File: src/hdl/fetch_config.svh
`ifndef FETCH_CONFIG_SVH
`define FETCH_CONFIG_SVH

// address and instruction width
`define FETCH_XLEN          32

// instruction order counter
`define FETCH_ORDER_W       64

// one line holds eight instruction words
`define FETCH_LINE_W        256

// memory side burst beats
`define FETCH_BEAT_W        64
`define FETCH_BEATS         4

`define FETCH_QUEUE_DEPTH   16

`define FETCH_RESET_PC      32'haaaaa000

`endif

File: src/hdl/fetch_pkg.sv
`include "fetch_config.svh"

package fetch_pkg;

    // one instruction queue entry, 128 bits
    typedef struct packed {
        logic [`FETCH_ORDER_W-1:0] order;
        logic [`FETCH_XLEN-1:0]    pc;
        logic [`FETCH_XLEN-1:0]    inst;
    } fetch_entry_t;

    // full memory line as returned by the fill adapter
    typedef logic [`FETCH_LINE_W-1:0] cache_line_t;

    // fetch controller
    typedef enum logic [1:0] {
        fetch_lookup,
        fetch_request,
        fetch_wait,
        // a fill is outstanding but its line is no longer wanted
        fetch_drain
    } fetch_state_e;

    // burst read adapter
    typedef enum logic [1:0] {
        fill_idle,
        fill_issue,
        fill_collect
    } fill_state_e;

endpackage

File: src/hdl/fetch_ifs.sv
`timescale 1ns/1ps
`include "fetch_config.svh"

// line fill request and response between fetch control and the memory adapter
interface line_fill_if
    import fetch_pkg::*;
();
    logic                   fill_req;
    logic [`FETCH_XLEN-1:0] fill_addr;
    logic                   fill_busy;
    logic                   fill_resp;
    cache_line_t            fill_line;

    modport requester (
        output fill_req,
        output fill_addr,
        input  fill_busy,
        input  fill_resp,
        input  fill_line
    );

    modport filler (
        input  fill_req,
        input  fill_addr,
        output fill_busy,
        output fill_resp,
        output fill_line
    );
endinterface

// enqueue side of the instruction queue
interface fetch_queue_if
    import fetch_pkg::*;
();
    logic         enq_valid;
    fetch_entry_t enq_entry;
    logic         full;

    modport producer (
        output enq_valid,
        output enq_entry,
        input  full
    );

    modport store (
        input  enq_valid,
        input  enq_entry,
        output full
    );
endinterface

File: src/hdl/fetch_ctrl.sv
`timescale 1ns/1ps
`include "fetch_config.svh"

module fetch_ctrl
    import fetch_pkg::*;
(
    input  logic                   clk,
    input  logic                   rst,

    input  logic                   redirect_i,
    input  logic [`FETCH_XLEN-1:0] redirect_pc_i,

    line_fill_if.requester         fill,
    fetch_queue_if.producer        enq
);

    localparam int OFFSET_W = $clog2(`FETCH_LINE_W / 8);
    localparam int TAG_W    = `FETCH_XLEN - OFFSET_W;
    localparam int WORD_W   = OFFSET_W - 2;

    fetch_state_e              state;
    logic [`FETCH_XLEN-1:0]    pc_q;
    logic [`FETCH_ORDER_W-1:0] order_q;

    // single line buffer
    cache_line_t               buf_line;
    logic [TAG_W-1:0]          buf_tag;
    logic                      buf_valid;

    logic [WORD_W-1:0]         word_sel;
    logic                      hit;
    logic                      enq_fire;
    logic                      fill_done;

    assign word_sel = pc_q[OFFSET_W-1:2];
    assign hit      = buf_valid && (buf_tag == pc_q[`FETCH_XLEN-1:OFFSET_W]);

    // nothing is enqueued in a redirect cycle, the queue is flushed anyway
    assign enq_fire = (state == fetch_lookup) && hit && !enq.full && !redirect_i;

    assign enq.enq_valid = enq_fire;
    assign enq.enq_entry = '{
        order: order_q,
        pc:    pc_q,
        inst:  buf_line[word_sel*`FETCH_XLEN +: `FETCH_XLEN]
    };

    assign fill.fill_req  = (state == fetch_request) && !fill.fill_busy && !redirect_i;
    assign fill.fill_addr = {pc_q[`FETCH_XLEN-1:OFFSET_W], {OFFSET_W{1'b0}}};

    // line arrives for the current pc
    assign fill_done = (state == fetch_wait) && fill.fill_resp && !redirect_i;

    always_ff @(posedge clk) begin
        if (rst) begin
            state     <= fetch_lookup;
            pc_q      <= `FETCH_RESET_PC;
            order_q   <= '0;
            buf_valid <= 1'b0;
        end else if (redirect_i) begin
            pc_q      <= redirect_pc_i;
            buf_valid <= 1'b0;
            case (state)
                // outstanding fill must still be swallowed
                fetch_wait, fetch_drain: begin
                    state <= fill.fill_resp ? fetch_lookup : fetch_drain;
                end
                default: state <= fetch_lookup;
            endcase
        end else begin
            case (state)
                fetch_lookup: begin
                    if (enq_fire) begin
                        pc_q    <= pc_q + 32'd4;
                        order_q <= order_q + 1'b1;
                    end else if (!hit) begin
                        state <= fetch_request;
                    end
                end
                fetch_request: begin
                    if (fill.fill_req) begin
                        state <= fetch_wait;
                    end
                end
                fetch_wait: begin
                    if (fill.fill_resp) begin
                        buf_valid <= 1'b1;
                        state     <= fetch_lookup;
                    end
                end
                fetch_drain: begin
                    // stale line is dropped
                    if (fill.fill_resp) begin
                        state <= fetch_lookup;
                    end
                end
                default: state <= fetch_lookup;
            endcase
        end
    end

    // line data and tag
    always_ff @(posedge clk) begin
        if (fill_done) begin
            buf_line <= fill.fill_line;
            buf_tag  <= pc_q[`FETCH_XLEN-1:OFFSET_W];
        end
    end

endmodule

File: src/hdl/fetch_frontend.sv
`timescale 1ns/1ps
`include "fetch_config.svh"

module fetch_frontend
    import fetch_pkg::*;
(
    input  logic                      clk,
    input  logic                      rst,

    // burst memory
    output logic [`FETCH_XLEN-1:0]    bmem_addr_o,
    output logic                      bmem_read_o,
    input  logic                      bmem_ready_i,
    input  logic [`FETCH_XLEN-1:0]    bmem_raddr_i,
    input  logic [`FETCH_BEAT_W-1:0]  bmem_rdata_i,
    input  logic                      bmem_rvalid_i,

    input  logic                      redirect_i,
    input  logic [`FETCH_XLEN-1:0]    redirect_pc_i,

    // instruction stream out
    output logic                      inst_valid_o,
    input  logic                      inst_ready_i,
    output logic [`FETCH_XLEN-1:0]    inst_o,
    output logic [`FETCH_XLEN-1:0]    inst_pc_o,
    output logic [`FETCH_ORDER_W-1:0] inst_order_o
);

    line_fill_if   fill_bus ();
    fetch_queue_if queue_bus ();

    fetch_entry_t  deq_entry;

    fetch_ctrl fetch_ctrl_inst (
        .clk           (clk),
        .rst           (rst),
        .redirect_i    (redirect_i),
        .redirect_pc_i (redirect_pc_i),
        .fill          (fill_bus.requester),
        .enq           (queue_bus.producer)
    );

    line_fill_adapter line_fill_adapter_inst (
        .clk           (clk),
        .rst           (rst),
        .fill          (fill_bus.filler),
        .bmem_addr_o   (bmem_addr_o),
        .bmem_read_o   (bmem_read_o),
        .bmem_ready_i  (bmem_ready_i),
        .bmem_raddr_i  (bmem_raddr_i),
        .bmem_rdata_i  (bmem_rdata_i),
        .bmem_rvalid_i (bmem_rvalid_i)
    );

    // redirect also empties the queue
    fetch_queue #(
        .DEPTH (`FETCH_QUEUE_DEPTH)
    ) fetch_queue_inst (
        .clk         (clk),
        .rst         (rst),
        .flush_i     (redirect_i),
        .enq         (queue_bus.store),
        .deq_valid_o (inst_valid_o),
        .deq_ready_i (inst_ready_i),
        .deq_entry_o (deq_entry)
    );

    assign inst_o       = deq_entry.inst;
    assign inst_pc_o    = deq_entry.pc;
    assign inst_order_o = deq_entry.order;

endmodule

File: src/hdl/fetch_queue.sv
`timescale 1ns/1ps
`include "fetch_config.svh"

module fetch_queue
    import fetch_pkg::*;
#(
    parameter int DEPTH = `FETCH_QUEUE_DEPTH
) (
    input  logic         clk,
    input  logic         rst,
    input  logic         flush_i,

    fetch_queue_if.store enq,

    output logic         deq_valid_o,
    input  logic         deq_ready_i,
    output fetch_entry_t deq_entry_o
);

    localparam int PTR_W = $clog2(DEPTH);
    localparam int CNT_W = $clog2(DEPTH + 1);

    fetch_entry_t     mem [DEPTH];
    logic [PTR_W-1:0] wr_ptr;
    logic [PTR_W-1:0] rd_ptr;
    logic [CNT_W-1:0] count;
    logic             enq_fire;
    logic             deq_fire;

    assign enq.full    = (count == CNT_W'(DEPTH));
    assign deq_valid_o = (count != '0);
    // head is visible without a read strobe
    assign deq_entry_o = mem[rd_ptr];

    assign enq_fire = enq.enq_valid && !enq.full;
    assign deq_fire = deq_valid_o && deq_ready_i;

    // pointers wrap on their own since depth is a power of two
    always_ff @(posedge clk) begin
        if (rst || flush_i) begin
            wr_ptr <= '0;
            rd_ptr <= '0;
            count  <= '0;
        end else begin
            if (enq_fire) begin
                wr_ptr <= wr_ptr + 1'b1;
            end
            if (deq_fire) begin
                rd_ptr <= rd_ptr + 1'b1;
            end
            case ({enq_fire, deq_fire})
                2'b10:   count <= count + 1'b1;
                2'b01:   count <= count - 1'b1;
                default: count <= count;
            endcase
        end
    end

    always_ff @(posedge clk) begin
        if (enq_fire) begin
            mem[wr_ptr] <= enq.enq_entry;
        end
    end

endmodule

File: src/hdl/line_fill_adapter.sv
`timescale 1ns/1ps
`include "fetch_config.svh"

module line_fill_adapter
    import fetch_pkg::*;
(
    input  logic                     clk,
    input  logic                     rst,

    line_fill_if.filler              fill,

    output logic [`FETCH_XLEN-1:0]   bmem_addr_o,
    output logic                     bmem_read_o,
    input  logic                     bmem_ready_i,
    input  logic [`FETCH_XLEN-1:0]   bmem_raddr_i,
    input  logic [`FETCH_BEAT_W-1:0] bmem_rdata_i,
    input  logic                     bmem_rvalid_i
);

    localparam int BEAT_CNT_W = $clog2(`FETCH_BEATS);

    fill_state_e            state;
    logic [`FETCH_XLEN-1:0] req_addr;
    cache_line_t            line_q;
    logic [BEAT_CNT_W-1:0]  beat_cnt;
    logic                   resp_q;
    logic                   beat_fire;

    // read goes out in the cycle memory is ready
    assign bmem_addr_o = req_addr;
    assign bmem_read_o = (state == fill_issue) && bmem_ready_i;

    // only beats tagged with our request address count
    assign beat_fire = (state == fill_collect) && bmem_rvalid_i && (bmem_raddr_i == req_addr);

    assign fill.fill_busy = (state != fill_idle);
    assign fill.fill_resp = resp_q;
    assign fill.fill_line = line_q;

    always_ff @(posedge clk) begin
        if (rst) begin
            state    <= fill_idle;
            beat_cnt <= '0;
            resp_q   <= 1'b0;
        end else begin
            resp_q <= 1'b0;
            case (state)
                fill_idle: begin
                    if (fill.fill_req) begin
                        state <= fill_issue;
                    end
                end
                fill_issue: begin
                    if (bmem_ready_i) begin
                        state    <= fill_collect;
                        beat_cnt <= '0;
                    end
                end
                fill_collect: begin
                    if (beat_fire) begin
                        beat_cnt <= beat_cnt + 1'b1;
                        // last beat, response follows one cycle later
                        if (beat_cnt == BEAT_CNT_W'(`FETCH_BEATS - 1)) begin
                            state  <= fill_idle;
                            resp_q <= 1'b1;
                        end
                    end
                end
                default: state <= fill_idle;
            endcase
        end
    end

    // request address and line assembly
    always_ff @(posedge clk) begin
        if ((state == fill_idle) && fill.fill_req) begin
            req_addr <= fill.fill_addr;
        end
        if (beat_fire) begin
            line_q[beat_cnt*`FETCH_BEAT_W +: `FETCH_BEAT_W] <= bmem_rdata_i;
        end
    end

endmodule

File: config.mk
export PLATFORM = sky130hd
export DESIGN_NAME = fetch_frontend
export DESIGN_NICKNAME = d
export VERILOG_FILES = /design/src/hdl/fetch_pkg.sv /design/src/hdl/fetch_ifs.sv /design/src/hdl/fetch_ctrl.sv /design/src/hdl/fetch_frontend.sv /design/src/hdl/fetch_queue.sv /design/src/hdl/line_fill_adapter.sv
export VERILOG_INCLUDE_DIRS = /design/src /design/src/hdl
export SDC_FILE = /design/constraint.sdc
export NUM_CORES = 2
export LEC_CHECK = 0
export BUFFER_PORTS_ARGS = -buffer_cell sky130_fd_sc_hd__buf_2
export CAP_MARGIN = 20
export CORE_ASPECT_RATIO = 1.2
export CORE_MARGIN = 1.5
export CORE_UTILIZATION = 30
export DETAILED_ROUTE_END_ITERATION = 12
export PLACE_DENSITY = 0.49
export SYNTH_ARGS = -nofsm -noshare
export SYNTH_HDL_FRONTEND = slang
export SYNTH_SLANG_ARGS = --single-unit
File: constraint.sdc
create_clock -name clk -period 34.7 [get_ports clk]
set_input_delay 5.205 -clock clk [delete_from_list [all_inputs] [get_ports clk]]
set_output_delay 5.205 -clock clk [all_outputs]
set_load 0.01 [all_outputs]
==> key figures <==
Die
  • Initial Util: 0.301
  • Core area: 347,000 sq um
  • Chip height: 649 microns
  • Overall die area: 351,000 sq um
  • Rows: 237
  • IO Pins: 296
  • Die X: 541 microns

Global routing
  • Initial antenna violation count: 43
  • Gr usage total: 0.151
  • Largest net degree at the start of global routing: 142
  • Number of global-route vias before repair: 52.0k
  • GRT Residual Overflow: 0
  • First-pass GRT wire length: 382,000 microns

Hold path
  • Type of the most critical hold path: reg2reg
  • Hold Crit Start: line_fill_adapter_inst.fill.fill_line[220]
  • Hold Path Stages: 0
  • Worst Hold Path EP: fetch_ctrl_inst.buf_line[220]

Route
  • DR DRC count: 0
  • Routed wire per std cell: 26.9 microns
  • DRT Pass-1 Iters: 5
  • Via count: 49.0k
  • Initial DRC Count: 3,928
  • DR vias/cell: 4.90
  • WL final: 269,000 microns
  • Antenna-violating nets left: 0

Yosys
  • Synthesized area per cell: 22.0 sq um
  • Mapped Cells: 4,737
  • Synth unique cells: 63
  • Warnings from Yosys: 0
  • Seq cells post-synth: 2,735
  • Sequential fraction of the synthesis area: 0.776
  • Asr flop ratio synth: 0
  • Mapped cell area: 104,000 sq um
  • Synth Flop Type: edfxtp_1
  • Post-synth EDFFs: 2,614

Critical path
  • CP arrival: 5.67 ns
  • Critical Path, Cell by Cell: buf_2 > nand3_1 > inv_1 > buf_2
  • Top delay family on crit path: buffers and inverters
  • FF-to-FF setup slack: 28.37 ns
  • Setup Crit Path Kind: in2out
  • Start of the worst register-to-register path: fetch_ctrl_inst.pc_q[24]
  • Worst Reg-to-Reg Cells: 9
  • Endpoint class of the critical path: output port
  • Crit-path max FO: 3
  • Critical Path RT: 29.49 ns
  • Most used cell, CP: buf_2
  • Startpoint Class: primary input
  • CP Buf/Inv Count: 3
  • CP max-delay cell: buf_2
  • CP max stage delay: 0.14 ns
  • R2R Path End: fetch_queue_inst.mem[13][71]

STA
  • Worst Max-Slew Pin Slew: 1.23 ns
  • Final hold vios: 0
  • Worst slew margin: 0.172
  • Minimum clock period: 10.88 ns
  • Fin. max-slew vios: 0
  • RSZ-0062 raised after global routing: false
  • Fmax achieved: 0.0919 GHz
  • Final hold slack: 0.408 ns
  • Clock Skew: 0.0529 ns
  • Period utilization: 0.313
  • Final setup viols: 0
  • Total negative setup slack: 0 ns

Placement
  • Port bufs: 290
  • Placed Instances: 9,461
  • Hpwl dp: 147,000 microns
  • Area of placed instances: 112,000 sq um
  • Gpl congestion: 0.745

Layout
  • Most common cell after layout, fill and taps aside: edfxtp_1
  • Final #Nets: 5,372
  • Final Instance Area: 121,000 sq um
  • Non-Filler Instances: 10.0k
  • Most frequent cells in the layout: edfxtp_1 (2,614), mux4_2 (694), clkbuf_16 (303)
  • Layout area overhead: 16.4%
  • Layout cells sized above 1: 0.297

CTS
  • CTS Buf Count: 296
  • Number of setup buffers added after CTS: 0
  • CTS H-tree lvls: 5
  • CTS Hold Bufs: 0
  • # clock sinks: 2,735
  • Clk_lat worst skew: 0.90 ns
  • Worst-case clock buffer depth: 4
  • CTS tree: built
  • # resized after CTS: 0
  • CTS clk-pin slew, worst paths: 0.06 ns
  • Clock root buffer: clkbuf_16

Job
  • Max_cap viols: 0

Run status
  • Status: completed

Power and ir drop
  • Power Total: 6.80 mW
  • Power per Cell Area: 56.0 nW/um^2
  • LEAKAGE: 35.8 nW
  • Worst VDD drop: 0.0366 mV
## per-layer routing
metal  track usage  routed length, microns
met3        0.0267                   13100
met4        0.0342                    6060
met5             0                     151
met1         0.183                  107000
met2         0.276                  143000
## Yosys cell counts, drive strengths merged (2+ instances only)
| cell | count | area (sq um) |
|---|---|---|
| a31oi | 7 | 43.8 |
| clkbuf | 161 | 604 |
| a31o | 8 | 70.1 |
| mux2 | 36 | 405 |
| xor2 | 50 | 438 |
| a311oi | 12 | 105 |
| nand4 | 46 | 288 |
| or4 | 20 | 161 |
| inv | 43 | 161 |
| o311a | 3 | 30.0 |
| and2 | 266 | 1660 |
| nor4 | 37 | 272 |
| a21o | 3 | 22.5 |
| mux2i | 13 | 130 |
| nor2b | 16 | 100 |
| buf | 73 | 322 |
| a21oi | 78 | 390 |
| nor4b | 4 | 35.0 |
| and4 | 6 | 55.1 |
| nand2b | 8 | 50.1 |
| o31ai | 15 | 113 |
| edfxtp | 2614 | 78500 |
| or3 | 40 | 250 |
| nand4b | 2 | 17.5 |
| nand2 | 53 | 199 |
| nand3b | 9 | 67.6 |
| nor2 | 80 | 300 |
| o31a | 3 | 26.3 |
| mux4 | 694 | 15600 |
| and3 | 15 | 93.8 |
| dfxtp | 121 | 2420 |
| o21bai | 2 | 15.0 |
| nor3b | 3 | 22.5 |
| or2 | 4 | 25.0 |
| xnor2 | 23 | 201 |
| a211oi | 17 | 128 |
| ha | 16 | 200 |
| nor3 | 33 | 175 |
| o21ai | 50 | 250 |
| nand3 | 41 | 218 |
## state kept, by name (all words and copies together) (netlist names), named ones only
signal                                 cells
fetch_ctrl_inst.buf_line                 256
fetch_ctrl_inst.buf_tag                   27
fetch_ctrl_inst.buf_valid                  1
fetch_ctrl_inst.order_q                   64
fetch_ctrl_inst.pc_q                      32
fetch_ctrl_inst.state                      2
fetch_queue_inst.count                     5
fetch_queue_inst.mem                    2048
fetch_queue_inst.rd_ptr                    4
fetch_queue_inst.wr_ptr                    4
line_fill_adapter_inst.beat_cnt            2
line_fill_adapter_inst.bmem_addr_o        27
line_fill_adapter_inst.fill.fill_line    256
line_fill_adapter_inst.fill.fill_resp      1
line_fill_adapter_inst.state               2
## final cells by class
type	count	area, sq um
Clock inverter	141	1460
Antenna cell	12	30.0
Sequential cell	2735	80900
Inverter	43	161
Tap cell	4541	5680
Multi-Input combinational cell	1729	22500
Fill cell	32100	225000
Clock buffer	395	8080
Timing Repair Buffer	416	2580
## cells by family (layout without fill, tap and decap cells)
kind of cell	count (synthesis)	after routing	share of synthesized area
DFF	2735	2735	0.776
muxes	743	743	0.155
and+or+nand+nor	687	687	0.0387
buffers and inverters	277	995	0.0104
AOI/OAI and AO/OA	204	204	0.0120
xor gates and xnor gates	73	73	0.00613
adders and majority gates	17	17	0.00211
other	1	17	0.0000359
## per-stage QoR
step / util / worst slack (ns)
after CTS: 0.350 / 23.81
final: 0.350 / 23.82
after global placement: 0.322 / 23.79
after detailed placement: 0.323 / 23.81
after floorplan: - / 8.60
after global routing: 0.350 / 23.77
## report_power, final
| part | total (mW) | internal, mW | switching [mW] |
|---|---|---|---|
| Combinational | 0.0825 | 0.0282 | 0.0544 |
| Clock | 3.11 | 1.82 | 1.29 |
| Sequential | 3.61 | 3.60 | 0.0146 |
| Total | 6.80 | 5.44 | 1.36 |
## how the worst max path moves through the flow
stage	startpoint	end	slack [ns]	cells after the start
after CTS	bmem_ready_i	bmem_read_o	23.81	4
after floorplan	redirect_i	fetch_ctrl_inst.buf_line[0]	8.60	3
after global routing	bmem_ready_i	bmem_read_o	23.77	4
after global placement	bmem_ready_i	bmem_read_o	23.79	4
after detailed placement	bmem_ready_i	bmem_read_o	23.81	4
final	bmem_ready_i	bmem_read_o	23.82	4
No activity file was read; power rests on OpenSTA's default activity.
